## src/source/seq_pkg.sv

```systemverilog
`default_nettype none

package seq_pkg;

  //////////////////////////////
  // Sizes
  //////////////////////////////

  // Number of instruction IDs that can be in flight at the same time
  localparam int unsigned NUM_VINSN = 8;
  // Architectural vector registers
  localparam int unsigned NUM_VREGS = 32;
  // ALU, multiplier, load unit and store unit
  localparam int unsigned NUM_UNITS = 4;
  // Counter width, enough to hold the deepest unit queue
  localparam int unsigned CNT_W     = 3;

  typedef logic [$clog2(NUM_VINSN)-1:0] vid_t;
  typedef logic [$clog2(NUM_VREGS)-1:0] vreg_t;
  // One bit per instruction ID
  typedef logic [NUM_VINSN-1:0]         vinsn_vec_t;

  //////////////////////////////
  // Encodings
  //////////////////////////////

  typedef enum logic [2:0] {
    OP_VADD_VV = 3'd0,
    OP_VADD_VX = 3'd1,
    OP_VMV_VI  = 3'd2,
    OP_VMUL_VV = 3'd3,
    OP_VMUL_VX = 3'd4,
    OP_VLE     = 3'd5,
    OP_VSE     = 3'd6
  } op_e;

  // The order here also indexes UNIT_DEPTH and the done rows
  typedef enum logic [1:0] {
    UNIT_ALU   = 2'd0,
    UNIT_MUL   = 2'd1,
    UNIT_LOAD  = 2'd2,
    UNIT_STORE = 2'd3
  } unit_e;

  // Queue depth of each unit, in unit_e order
  localparam logic [CNT_W-1:0] UNIT_DEPTH [NUM_UNITS] = '{3'd4, 3'd4, 3'd2, 3'd2};

  // Decoder result: the target unit, also one-hot, and the register usage flags
  typedef struct packed {
    unit_e                unit;
    logic [NUM_UNITS-1:0] unit_oh;
    logic                 use_vd;
    logic                 use_vs1;
    logic                 use_vs2;
  } dec_t;

  // Request sent to the processing elements
  typedef struct packed {
    vid_t       id;
    op_e        op;
    unit_e      unit;
    vreg_t      vd;
    vreg_t      vs1;
    vreg_t      vs2;
    vinsn_vec_t hazard_vs1;
    vinsn_vec_t hazard_vs2;
    vinsn_vec_t hazard_vd;
  } pe_req_t;

endpackage

`default_nettype wire

```

## src/source/hazard_if.sv

```systemverilog
`default_nettype none

// Link between the issue controller and the hazard tracker
interface hazard_if;
  import seq_pkg::*;

  // Issue side: acceptance strobe, the ID being given out and the running set
  logic       fire;
  vid_t       id;
  vinsn_vec_t running;

  // Tracker side: hazard vectors for the request on the dispatcher port
  vinsn_vec_t hazard_vs1;
  vinsn_vec_t hazard_vs2;
  vinsn_vec_t hazard_vd;

  modport issuer (
    output fire, id, running,
    input  hazard_vs1, hazard_vs2, hazard_vd
  );

  modport tracker (
    input  fire, id, running,
    output hazard_vs1, hazard_vs2, hazard_vd
  );

endinterface

`default_nettype wire

```

## src/source/op_decoder.sv

```systemverilog
`default_nettype none

module op_decoder (
  input  seq_pkg::op_e  op_i,
  output seq_pkg::dec_t dec_o
);
  import seq_pkg::*;

  unit_e unit;
  logic  use_vd;
  logic  use_vs1;
  logic  use_vs2;

  // Each operation maps to exactly one unit and a fixed set of operands
  always_comb begin
    unit    = UNIT_ALU;
    use_vd  = 1'b0;
    use_vs1 = 1'b0;
    use_vs2 = 1'b0;
    unique case (op_i)
      OP_VADD_VV: begin
        use_vd  = 1'b1;
        use_vs1 = 1'b1;
        use_vs2 = 1'b1;
      end
      // The scalar operand replaces vs1
      OP_VADD_VX: begin
        use_vd  = 1'b1;
        use_vs2 = 1'b1;
      end
      // Immediate move reads nothing from the register file
      OP_VMV_VI: use_vd = 1'b1;
      OP_VMUL_VV: begin
        unit    = UNIT_MUL;
        use_vd  = 1'b1;
        use_vs1 = 1'b1;
        use_vs2 = 1'b1;
      end
      OP_VMUL_VX: begin
        unit    = UNIT_MUL;
        use_vd  = 1'b1;
        use_vs2 = 1'b1;
      end
      OP_VLE: begin
        unit   = UNIT_LOAD;
        use_vd = 1'b1;
      end
      // Store data comes from the vs1 field
      OP_VSE: begin
        unit    = UNIT_STORE;
        use_vs1 = 1'b1;
      end
      default: ;
    endcase
  end

  always_comb begin
    dec_o               = '0;
    dec_o.unit          = unit;
    dec_o.unit_oh[unit] = 1'b1;
    dec_o.use_vd        = use_vd;
    dec_o.use_vs1       = use_vs1;
    dec_o.use_vs2       = use_vs2;
  end

endmodule

`default_nettype wire

```

## src/source/unit_queue_cnt.sv

```systemverilog
`default_nettype none

module unit_queue_cnt #(
  parameter seq_pkg::unit_e UNIT = seq_pkg::UNIT_ALU
) (
  input  logic                clk_i,
  input  logic                rst_ni,
  input  seq_pkg::dec_t       dec_i,
  input  logic                fire_i,
  input  seq_pkg::vinsn_vec_t done_i,
  output logic                issue_ok_o
);
  import seq_pkg::*;

  logic [CNT_W-1:0] count_q;
  logic             targeted;
  logic             cnt_up;
  logic             cnt_down;

  // The current request is aimed at this unit
  assign targeted = dec_i.unit_oh[UNIT];

  // One issue and one completion in the same cycle cancel out
  assign cnt_up   = fire_i && targeted;
  assign cnt_down = |done_i;

  always_ff @(posedge clk_i or negedge rst_ni) begin
    if (!rst_ni) begin
      count_q <= '0;
    end else if (cnt_up && !cnt_down) begin
      count_q <= count_q + CNT_W'(1);
    end else if (cnt_down && !cnt_up && count_q != '0) begin
      count_q <= count_q - CNT_W'(1);
    end
  end

  // Other units' instructions never wait on this queue
  assign issue_ok_o = !targeted || (count_q < UNIT_DEPTH[UNIT]);

endmodule

`default_nettype wire

```

## src/source/hazard_tracker.sv

```systemverilog
`default_nettype none

module hazard_tracker (
  input  logic                                        clk_i,
  input  logic                                        rst_ni,
  input  seq_pkg::vreg_t                              ara_req_vd_i,
  input  seq_pkg::vreg_t                              ara_req_vs1_i,
  input  seq_pkg::vreg_t                              ara_req_vs2_i,
  input  seq_pkg::dec_t                               dec_i,
  hazard_if.tracker                                   hz,
  output seq_pkg::vinsn_vec_t [seq_pkg::NUM_VINSN-1:0] global_hazard_table_o
);
  import seq_pkg::*;

  // Owner of a register access, valid only while that ID is still running
  typedef struct packed {
    vid_t vid;
    logic valid;
  } vreg_access_t;

  vreg_access_t [NUM_VREGS-1:0] write_list_d, write_list_q;
  vreg_access_t [NUM_VREGS-1:0] read_list_d, read_list_q;

  // Row N holds the IDs that instruction N depends on
  vinsn_vec_t [NUM_VINSN-1:0] table_d, table_q;

  vinsn_vec_t hazard_vs1;
  vinsn_vec_t hazard_vs2;
  vinsn_vec_t hazard_vd;

  // An entry stops counting the cycle its owner is no longer running
  function automatic logic live(vreg_access_t entry, vinsn_vec_t running);
    return entry.valid && running[entry.vid];
  endfunction

  //////////////////////////////
  // Hazard vectors
  //////////////////////////////

  always_comb begin
    hazard_vs1 = '0;
    hazard_vs2 = '0;
    hazard_vd  = '0;
    // RAW on the sources
    if (dec_i.use_vs1 && live(write_list_q[ara_req_vs1_i], hz.running)) begin
      hazard_vs1[write_list_q[ara_req_vs1_i].vid] = 1'b1;
    end
    if (dec_i.use_vs2 && live(write_list_q[ara_req_vs2_i], hz.running)) begin
      hazard_vs2[write_list_q[ara_req_vs2_i].vid] = 1'b1;
    end
    if (dec_i.use_vd) begin
      // WAR against the last reader of vd
      if (live(read_list_q[ara_req_vd_i], hz.running)) begin
        hazard_vd[read_list_q[ara_req_vd_i].vid] = 1'b1;
      end
      // WAW against the last writer of vd
      if (live(write_list_q[ara_req_vd_i], hz.running)) begin
        hazard_vd[write_list_q[ara_req_vd_i].vid] = 1'b1;
      end
    end
  end

  assign hz.hazard_vs1 = hazard_vs1;
  assign hz.hazard_vs2 = hazard_vs2;
  assign hz.hazard_vd  = hazard_vd;

  //////////////////////////////
  // Lists and table update
  //////////////////////////////

  always_comb begin
    // Drop entries whose owner has finished, so a reused ID never aliases
    for (int v = 0; v < NUM_VREGS; v++) begin
      write_list_d[v]       = write_list_q[v];
      write_list_d[v].valid = live(write_list_q[v], hz.running);
      read_list_d[v]        = read_list_q[v];
      read_list_d[v].valid  = live(read_list_q[v], hz.running);
    end
    // Columns of finished instructions are cleared
    for (int i = 0; i < NUM_VINSN; i++) begin
      table_d[i] = table_q[i] & hz.running;
    end
    if (hz.fire) begin
      if (dec_i.use_vd) begin
        write_list_d[ara_req_vd_i] = '{vid: hz.id, valid: 1'b1};
      end
      if (dec_i.use_vs1) begin
        read_list_d[ara_req_vs1_i] = '{vid: hz.id, valid: 1'b1};
      end
      if (dec_i.use_vs2) begin
        read_list_d[ara_req_vs2_i] = '{vid: hz.id, valid: 1'b1};
      end
      table_d[hz.id] = hazard_vs1 | hazard_vs2 | hazard_vd;
    end
  end

  always_ff @(posedge clk_i or negedge rst_ni) begin
    if (!rst_ni) begin
      write_list_q <= '0;
      read_list_q  <= '0;
      table_q      <= '0;
    end else begin
      write_list_q <= write_list_d;
      read_list_q  <= read_list_d;
      table_q      <= table_d;
    end
  end

  assign global_hazard_table_o = table_q;

endmodule

`default_nettype wire

```

## src/source/issue_ctrl.sv

```systemverilog
`default_nettype none

module issue_ctrl (
  input  logic                                        clk_i,
  input  logic                                        rst_ni,
  // Dispatcher request
  input  logic                                        ara_req_valid_i,
  input  seq_pkg::op_e                                ara_req_op_i,
  input  seq_pkg::vreg_t                              ara_req_vd_i,
  input  seq_pkg::vreg_t                              ara_req_vs1_i,
  input  seq_pkg::vreg_t                              ara_req_vs2_i,
  output logic                                        ara_req_ready_o,
  // Decode of the current request
  input  seq_pkg::dec_t                               dec_i,
  // Unit counters
  input  logic [seq_pkg::NUM_UNITS-1:0]               issue_ok_i,
  output logic                                        fire_o,
  // Completion, one row per unit
  input  seq_pkg::vinsn_vec_t [seq_pkg::NUM_UNITS-1:0] unit_done_i,
  hazard_if.issuer                                    hz,
  // Processing elements
  output seq_pkg::pe_req_t                            pe_req_o,
  output logic                                        pe_req_valid_o,
  output logic                                        idle_o
);
  import seq_pkg::*;

  // Running table, a set bit means that ID is busy on that unit
  vinsn_vec_t [NUM_UNITS-1:0] running_d, running_q;
  vinsn_vec_t                 running_any;

  vid_t free_id;
  logic id_free;
  logic no_src;
  logic any_hazard;
  logic stall;

  //////////////////////////////
  // ID allocation
  //////////////////////////////

  always_comb begin
    running_any = '0;
    for (int u = 0; u < NUM_UNITS; u++) begin
      running_any |= running_q[u];
    end
  end

  // Scan downwards so the lowest free ID wins
  always_comb begin
    free_id = '0;
    for (int i = NUM_VINSN - 1; i >= 0; i--) begin
      if (!running_any[i]) begin
        free_id = vid_t'(i);
      end
    end
  end

  assign id_free = !(&running_any);

  //////////////////////////////
  // Ready and stall
  //////////////////////////////

  // Instructions without register sources cannot be chained behind a hazard
  assign no_src     = !dec_i.use_vs1 && !dec_i.use_vs2;
  assign any_hazard = |{hz.hazard_vs1, hz.hazard_vs2, hz.hazard_vd};
  assign stall      = no_src && any_hazard;

  // Only registered state and the request fields feed ready, never valid
  assign ara_req_ready_o = (&issue_ok_i) && id_free && !stall;
  assign fire_o          = ara_req_valid_i && ara_req_ready_o;

  assign hz.fire    = fire_o;
  assign hz.id      = free_id;
  assign hz.running = running_any;

  //////////////////////////////
  // Running table
  //////////////////////////////

  always_comb begin
    for (int u = 0; u < NUM_UNITS; u++) begin
      running_d[u] = running_q[u] & ~unit_done_i[u];
    end
    // A fresh ID is never in the done rows, so setting after clearing is safe
    if (fire_o) begin
      running_d[dec_i.unit][free_id] = 1'b1;
    end
  end

  always_ff @(posedge clk_i or negedge rst_ni) begin
    if (!rst_ni) begin
      running_q      <= '0;
      pe_req_valid_o <= 1'b0;
    end else begin
      running_q      <= running_d;
      // One pulse per accepted instruction
      pe_req_valid_o <= fire_o;
    end
  end

  // Request payload, captured together with its hazards
  always_ff @(posedge clk_i) begin
    if (fire_o) begin
      pe_req_o <= '{
        id:         free_id,
        op:         ara_req_op_i,
        unit:       dec_i.unit,
        vd:         ara_req_vd_i,
        vs1:        ara_req_vs1_i,
        vs2:        ara_req_vs2_i,
        hazard_vs1: hz.hazard_vs1,
        hazard_vs2: hz.hazard_vs2,
        hazard_vd:  hz.hazard_vd
      };
    end
  end

  assign idle_o = !(|running_any);

endmodule

`default_nettype wire

```

## src/source/vector_sequencer.sv

```systemverilog
`default_nettype none

module vector_sequencer (
  input  logic                                        clk_i,
  input  logic                                        rst_ni,
  // Dispatcher
  input  logic                                        ara_req_valid_i,
  input  seq_pkg::op_e                                ara_req_op_i,
  input  seq_pkg::vreg_t                              ara_req_vd_i,
  input  seq_pkg::vreg_t                              ara_req_vs1_i,
  input  seq_pkg::vreg_t                              ara_req_vs2_i,
  output logic                                        ara_req_ready_o,
  // Completion strobes from the units
  input  seq_pkg::vinsn_vec_t [seq_pkg::NUM_UNITS-1:0] unit_done_i,
  // Processing element request, one port per field
  output logic                                        pe_req_valid_o,
  output seq_pkg::vid_t                               pe_req_id_o,
  output seq_pkg::op_e                                pe_req_op_o,
  output seq_pkg::unit_e                              pe_req_unit_o,
  output seq_pkg::vreg_t                              pe_req_vd_o,
  output seq_pkg::vreg_t                              pe_req_vs1_o,
  output seq_pkg::vreg_t                              pe_req_vs2_o,
  output seq_pkg::vinsn_vec_t                         pe_req_hazard_vs1_o,
  output seq_pkg::vinsn_vec_t                         pe_req_hazard_vs2_o,
  output seq_pkg::vinsn_vec_t                         pe_req_hazard_vd_o,
  // Operand requesters and status
  output seq_pkg::vinsn_vec_t [seq_pkg::NUM_VINSN-1:0] global_hazard_table_o,
  output logic                                        idle_o
);
  import seq_pkg::*;

  dec_t                 dec;
  logic [NUM_UNITS-1:0] issue_ok;
  logic                 fire;
  pe_req_t              pe_req;

  hazard_if hz_if ();

  op_decoder i_op_decoder (
    .op_i  (ara_req_op_i),
    .dec_o (dec)
  );

  // One occupancy counter per functional unit
  for (genvar u = 0; u < NUM_UNITS; u++) begin : gen_unit_cnt
    unit_queue_cnt #(
      .UNIT (unit_e'(u))
    ) i_unit_queue_cnt (
      .clk_i      (clk_i),
      .rst_ni     (rst_ni),
      .dec_i      (dec),
      .fire_i     (fire),
      .done_i     (unit_done_i[u]),
      .issue_ok_o (issue_ok[u])
    );
  end

  hazard_tracker i_hazard_tracker (
    .clk_i                 (clk_i),
    .rst_ni                (rst_ni),
    .ara_req_vd_i          (ara_req_vd_i),
    .ara_req_vs1_i         (ara_req_vs1_i),
    .ara_req_vs2_i         (ara_req_vs2_i),
    .dec_i                 (dec),
    .hz                    (hz_if.tracker),
    .global_hazard_table_o (global_hazard_table_o)
  );

  issue_ctrl i_issue_ctrl (
    .clk_i           (clk_i),
    .rst_ni          (rst_ni),
    .ara_req_valid_i (ara_req_valid_i),
    .ara_req_op_i    (ara_req_op_i),
    .ara_req_vd_i    (ara_req_vd_i),
    .ara_req_vs1_i   (ara_req_vs1_i),
    .ara_req_vs2_i   (ara_req_vs2_i),
    .ara_req_ready_o (ara_req_ready_o),
    .dec_i           (dec),
    .issue_ok_i      (issue_ok),
    .fire_o          (fire),
    .unit_done_i     (unit_done_i),
    .hz              (hz_if.issuer),
    .pe_req_o        (pe_req),
    .pe_req_valid_o  (pe_req_valid_o),
    .idle_o          (idle_o)
  );

  // Flatten the request struct onto the field ports
  assign pe_req_id_o         = pe_req.id;
  assign pe_req_op_o         = pe_req.op;
  assign pe_req_unit_o       = pe_req.unit;
  assign pe_req_vd_o         = pe_req.vd;
  assign pe_req_vs1_o        = pe_req.vs1;
  assign pe_req_vs2_o        = pe_req.vs2;
  assign pe_req_hazard_vs1_o = pe_req.hazard_vs1;
  assign pe_req_hazard_vs2_o = pe_req.hazard_vs2;
  assign pe_req_hazard_vd_o  = pe_req.hazard_vd;

endmodule

`default_nettype wire

```

## config.mk

```make
export PLATFORM = sky130hd
export DESIGN_NAME = vector_sequencer
export DESIGN_NICKNAME = d
export VERILOG_FILES = /design/src/source/seq_pkg.sv /design/src/source/hazard_if.sv /design/src/source/op_decoder.sv /design/src/source/unit_queue_cnt.sv /design/src/source/hazard_tracker.sv /design/src/source/issue_ctrl.sv /design/src/source/vector_sequencer.sv
export SDC_FILE = /design/constraint.sdc
export NUM_CORES = 1
export LEC_CHECK = 0
export BUFFER_PORTS_ARGS = -buffer_cell sky130_fd_sc_hd__buf_2
export CAP_MARGIN = 20
export CORE_AREA = 10 10 229 231
export CTS_BUF_LIST = sky130_fd_sc_hd__clkbuf_8 sky130_fd_sc_hd__clkbuf_16
export DETAILED_ROUTE_END_ITERATION = 10
export DIE_AREA = 0 0 239 241
export GPL_TIMING_DRIVEN = 0
export PLACE_DENSITY = 0.73
export SYNTH_ARGS = -nofsm -noshare
export SYNTH_HDL_FRONTEND = slang
export SYNTH_HIERARCHICAL = 1
export SYNTH_SLANG_ARGS = --single-unit
```

## constraint.sdc

```tcl
create_clock -name clk_i -period 9.97 [get_ports clk_i]
set_input_delay 0.4985 -clock clk_i [delete_from_list [all_inputs] [get_ports clk_i]]
set_output_delay 0.4985 -clock clk_i [all_outputs]
set_load 0.05 [all_outputs]
```

# Word-level counts from Yosys, hierarchy flattened
# Index checks and enable logic that the tools add are counted.
totals:
  register_bits: 412
classes:
  add_sub_neg: 8
  magnitude_cmp: 86
  eq_ne: 6
  mux: 204
  n_bitwise: 23
  reduce_logical: 143
ops:
  columns: ["op", "n"]
  rows:
  - ["128-bit bitwise mux", 3]
  - ["128-bit two-way mux", 3]
  - ["125-bit two-way mux", 3]
  - ["3-bit by 4-bit < comparator with 1-bit output (second input constant)", 69]
  - ["1-bit binary-select mux with 3-bit select", 68]
  - ["1-bit logical AND", 100]
  - ["8-bit AND", 12]
  - ["4-bit binary-select mux with 5-bit select", 4]
  - ["1-bit two-way mux", 77]
  - ["64-bit bitwise mux", 1]
  - ["64-bit two-way mux", 1]
  - ["8-bit two-way mux", 8]
  - ["4-bit demux with 5-bit select", 3]
  - ["3-bit two-way mux", 16]
  - ["8-bit OR", 6]
  - ["8-bit OR reduction", 5]
  - ["32-bit two-way mux", 1]
  - ["8-bit NOT", 4]
  - ["32-bit OR", 1]
  - ["4-bit two-way mux", 7]
  - ["8-bit demux with 3-bit select", 1]
  - ["24-bit OR reduction", 1]
  - ["5-bit by 6-bit < comparator with 1-bit output (second input constant)", 3]
  - ["1-bit logical NOT", 17]
  - ["26 further kinds", 56]

# Logic depth before layout (Yosys ltp)
depth:
  depth_word: 22
  depth_mapped: 21

# Hierarchy
# Netlist, hierarchy kept.
modules_own_cells:
  columns: ["mod", "n_inst", "cells_per_inst", "area_per_inst_um2", "seq_area_each_um2"]
  rows:
  - ["hazard_tracker", 1, 1913, 21919.8, 8007.7]
  - ["issue_ctrl", 1, 207, 3151.8, 2237.1]
  - ["unit_queue_cnt at gen_unit_cnt[2].i_unit_queue_cnt ...", 2, 19, 214.0, 75.1]
  - ["unit_queue_cnt at gen_unit_cnt[0].i_unit_queue_cnt ...", 2, 19, 212.7, 75.1]
  - ["op_decoder", 1, 20, 140.1, 0.0]

# Worst setup path before layout
# No wires, ideal clock.
synth_path:
  path_type: "in2reg"
  from: "in ara_req_vd_i[0]"
  to: "reg i_hazard_tracker/write_list_q[97] (netlist bit)"
  setup_time_ns: 0.125
  t_arrival_ns: 5.613
  slack_ns: 4.232
  path_stages: 20
  n_path_buf: 5
  cell_sequence: "buf_6 > buf_6 > buf_6 > buf_2 > mux2i_1 > o22ai_1 > nor4_1 > nand2_1 > and4b_1 > nor2_1 > nor2b_1 > nor4_1 > nand4_1 > o21ai_2 > and3_2 > buf_4 > nand2_1 > or3_1 > nor3_1 > mux2_2"
synth_via:
  elab_chain_cells: 17
  word_cells_on_any_way: 37
  cone_classes: "order compare: 6; mux: 19; bitwise: 1; reduce/logical: 11"
synth_lines:
  columns: ["element", "line_no", "text"]
  rows:
  - ["from (decl)", "vector_sequencer.sv:9", "input seq_pkg::vreg_t ara_req_vd_i,"]
  - ["4-bit binary-select mux with 5-bit select", "hazard_tracker.sv:53, hazard_tracker.sv:54", null]
  - ["4-bit two-way mux (not written as such)", "hazard_tracker.sv:53, hazard_tracker.sv:54", null]
  - ["3-bit by 4-bit < comparator with 1-bit output (not written as such) or 3-bit by 1-bit greater-or-equal comparator with 1-bit output (tied branches)", "hazard_tracker.sv:54", "hazard_vd[read_list_q[ara_req_vd_i].vid] = 1'b1;"]
  - ["1-bit logical AND (not written as such)", "hazard_tracker.sv:54", null]
  - ["1-bit two-way mux (not written as such)", "hazard_tracker.sv:54", null]
  - ["1-bit demux with 3-bit select", null, null]
  - ["8-bit two-way mux", "hazard_tracker.sv:53", "if (live(read_list_q[ara_req_vd_i], hz.running)) begin"]
  - ["8-bit two-way mux", "hazard_tracker.sv:51", "if (dec_i.use_vd) begin"]
  - ["(+3 left out)", null, null]
  - ["via hz_if.hazard_vd[7]", "hazard_if.sv:15", "vinsn_vec_t hazard_vd;"]
  - ["24-bit OR reduction *", "issue_ctrl.sv:67", "assign any_hazard = |{hz.hazard_vs1, hz.hazard_vs2, hz.hazard_vd};"]
  - ["1-bit logical AND *", "issue_ctrl.sv:68", "assign stall = no_src && any_hazard;"]
  - ["1-bit logical NOT *", "issue_ctrl.sv:71", "assign ara_req_ready_o = (&issue_ok_i) && id_free && !stall;"]
  - ["1-bit logical AND *", "issue_ctrl.sv:71", null]
  - ["1-bit logical AND *", "issue_ctrl.sv:72", "assign fire_o = ara_req_valid_i && ara_req_ready_o;"]
  - ["via fire", "vector_sequencer.sv:34", "logic fire;"]
  - ["2-bit AND reduction (no source line) *", null, null]
  - ["to (signal assigned)", "hazard_tracker.sv:103", "write_list_q <= write_list_d;"]
  - ["to (decl)", "hazard_tracker.sv:21", "vreg_access_t [NUM_VREGS-1:0] write_list_d, write_list_q;"]
# The timed path passes the listed nets; every way through them passes the cells marked *. The select of a mux whose other input is x is not followed.
# A chain may end at the register's enable or synchronous reset.

==> metrics.txt <==
number of global-route vias before repair=22100; leakage=12.8 nW; crit path kind=in -> reg; Yosys reg bits=412; Worst EP required=10410 ps; DR vias/cell=around 7.2; slowest stage delay, CP=790 ps; crit path from=ara_req_vd_i[0]; Crit path max-delay family=simple AND/OR/NAND/NOR gates; max frequency=117 MHz; CP max FO=31; worst hold margin=87.9 ps; Die ar.=57600 µm²; post-route ant nets=0; std cell rows=80; CP bufs+invs=9; status=complete, no violations; launching point of the worst reg2reg path=i_hazard_tracker/write_list_q[13]; Top FF cell, synth=dfrtp_1; Switch Pwr=2.20 mW; WP data arrival=9000 ps; Seq pwr share=36.9%; sw frac=approximately 37%; post-synthesis async set-or-reset flop share=~89%; Fill cells=3691; CP Capture Type=register; fin crit share=85.9%; num ports=approximately 170; CTS tree=yes; critical path's most frequent cell=buf_6; share of Yosys cell area claimed by the top area cell type=35.0%; setup TNS=0 ps; CTS buffer count=47; CORE AREA=47500 µm²; Final Slew Violations=0; DR pass1 iterations=6; WL/cell=34.4 µm; Syn-to-layout area delta=13.1%; routed wire length=107000 µm; final hold vios=0; Starting Density=a little over half; Clock power frac=30.4%; Routability Congestion=1.05; Tot Pwr=5.93 mW; Layout Skew=24.8 ps; clk root buf=clkbuf_16; syn nets=2273; first-pass GRT wire length=154000 µm; critical path depth=23; Seq/Total Area, Yosys=40.5%; Yosys warning total=6; initial antenna violation count=2; residual DRC count=0; Comb power frac=between 30% and 40%; die width=~240 µm; CTS H-tree lvls=2; final layout net count=~2500; Distinct cells, synth=74; Register-to-Register Path Depth=18; Tmin final=8560 ps; largest net degree at the start of global routing=124; maximum vdd drop=about 0.00016 V; Pwr Density=201 nW/µm²; GRT Total Usage=between 30 and 40%; Clk Latency, worst-skew pair=~610 ps; Final setup violation count=0; final core occ=between 60% and 70%; vias after detailed routing=22500; Worst Hold Class=in -> reg; Post-synth EDFFs=47; total global routing overflow=0; largest cells by area after synthesis=dfrtp_1 35%, mux4_2 12%, mux2_2 12%; port bufs=166; CTS Sinks=412; Clock transition at path regs=approximately 60 ps; RSZ-0062 raised after global routing=false; FF-to-FF setup slack=about 2100 ps; Design Area, Final=between 20000 and 30000 µm²; Syn Std Cell Area=approximately 26000 µm²; max-cap check violation count=0; clock buffer depth=3; Iter 0 DRT Violations=3100; Die Y=between 200 and 250 µm; fraction of layout cells with a size suffix above 1=32.1%; Worst Hold Launch=ara_req_vd_i[1]; P_int=3.72 mW; Startpoint Class=input pin; syn avg cell area=11.8 µm²; Least-Margin Pin Slew=1330 ps; Synth area leader=dfrtp_1; Max-slew headroom=between 10% and 20%; dpl cell area=about 28000 µm²; CP cell instances=buf_2 -> buf_6 -> buf_6 -> buf_6 -> buf_2 -> mux2i_1 -> o22ai_1 -> nor4_1 -> nand2_1 -> and4b_1 -> nor2_1 -> nor2b_1 -> nor4_1 -> nand4_1 -> o21ai_2 -> and3_2 -> buf_12 -> buf_4 -> clkbuf_1 -> nand4_1 -> clkbuf_1 -> nand3_1 -> o211ai_1; reg-to-reg endpoint=i_hazard_tracker/global_hazard_table_o[62]; Final HPWL DP=79200 µm; critical path's slowest cell=and3_2; Worst setup endpoint=i_hazard_tracker/global_hazard_table_o[62]; cells after synthesis=2216
-- cells in the mapped netlist (all sizes together) (8+ instances only) --
cell type	instances
a21o	20
nand2	215
nand3	86
mux4	141
o211ai	48
o221ai	41
nand4b	12
nor2	60
xor2	14
and3	11
nor2b	15
dfrtp	365
o22ai	170
nor3	19
a32oi	8
edfxtp	47
mux2	279
and2	15
inv	50
o21ai	10
nor4	49
nand4	17
clkbuf	132
or4bb	12
nand3b	15
buf	56
mux2i	212
or4b	12
-- per-stage QoR --
| stage | cells | setup WS [ps] |
|---|---|---|
| floorplan | 2216 | 4230 |
| global placement | 2997 | 978 |
| detailed placement | 3005 | 1300 |
| CTS | 3091 | 1930 |
| global route | 3098 | 1540 |
| finish | 3099 | 1410 |
-- area by class of cell --
cell class	instances	area, µm²	share of cell area (%)
buffer	188	845	2.86
clock buffer	53	1280	4.35
tap	615	769	2.61
inverter	50	188	0.637
clock inverter	32	298	1.01
antenna	2	5.00	0.0170
timing repair buffer	181	1070	3.62
multi-input combinational	1566	14500	49.1
sequential	412	10500	35.8
-- placed cells by master (no fill, tap or decap), drive strengths merged, types with 61 or more instances in the layout --
master	instances
mux4	141
buf	234
clkbuf	187
nand2	215
o22ai	170
mux2i	212
dfrtp	365
inv	61
mux2	279
nand3	86
-- metal layers --
layer	part of all wire, %	vias to the layer above	GRT usage, %	wire (µm)
li1	-	9064	-	-
met1	39	11500	47.8	41700
met2	44	1593	54.8	46600
met3	12	322	9.95	12400
met4	5.5	0	18.9	5810
met5	0	-	0	0
-- power by group through the flow --
stage | Clock (mW) | Sequential (mW) | Combinational (mW)
floorplan | 0 | 2.24 | 1.17
global placement | 0 | 2.19 | 1.81
detailed placement | 0 | 2.21 | 1.87
CTS | 1.81 | 2.18 | 1.88
global route | 1.88 | 2.21 | 2.01
finish | 1.80 | 2.19 | 1.93
-- repair_timing --
action | in CTS | in global routing
buffers inserted | 0 | 0
resized for setup | 0 | 0
hold buffers | 1 | 0
endpoints found under the hold margin | 42 | 0
-- worst min path at each step --
stage / to / slack, ps / cells after the start
2_1_floorplan: gen_unit_cnt[0].i_unit_queue_cnt/count_q[0] / 200 / 0
3_3_place_gp: i_hazard_tracker/read_list_q[12] / 460 / 2
3_5_place_dp: i_issue_ctrl/running_q[2] / 420 / 1
4_1_cts: i_issue_ctrl/pe_req_o[35] / 80 / 1
5_1_grt: i_issue_ctrl/pe_req_o[42] / 100 / 1
6_report: i_issue_ctrl/pe_req_o[35] / 90 / 1
-- state kept, by name, indices dropped and copies added, names as in the netlist --
| signal | cells |
|---|---|
| i_hazard_tracker/write_list_q | 128 |
| i_issue_ctrl/pe_req_valid_o | 1 |
| i_issue_ctrl/pe_req_o | 47 |
| i_hazard_tracker/read_list_q | 128 |
| i_hazard_tracker/global_hazard_table_o | 64 |
| i_issue_ctrl/running_q | 32 |
| gen_unit_cnt.i_unit_queue_cnt/count_q | 12 |
-- worst reg2reg max path, delay by kind of cell, from the launching register on --
kind	cells	cell delay, ps
AO/OA/AOI/OAI	3	740
buffers and inverters	4	1540
flip-flops	1	530
multiplexers	1	390
AND/OR/NAND/NOR	10	4500
-- cell families (layout without fill, tap and decap cells) --
group / after synthesis / after routing / synth area share (%)
xor gates and xnor gates: 14 / 14 / 0.470
muxes: 632 / 632 / 32.4
adders and majority gates: 4 / 4 / 0.307
buffers and inverters: 238 / 504 / 3.96
and+or+nand+nor: 584 / 584 / 13.2
other: 0 / 2 / 0
AOI/OAI and AO/OA: 332 / 332 / 9.27
DFF: 412 / 412 / 40.5
Note: power is estimated with default switching activity, not from simulation.
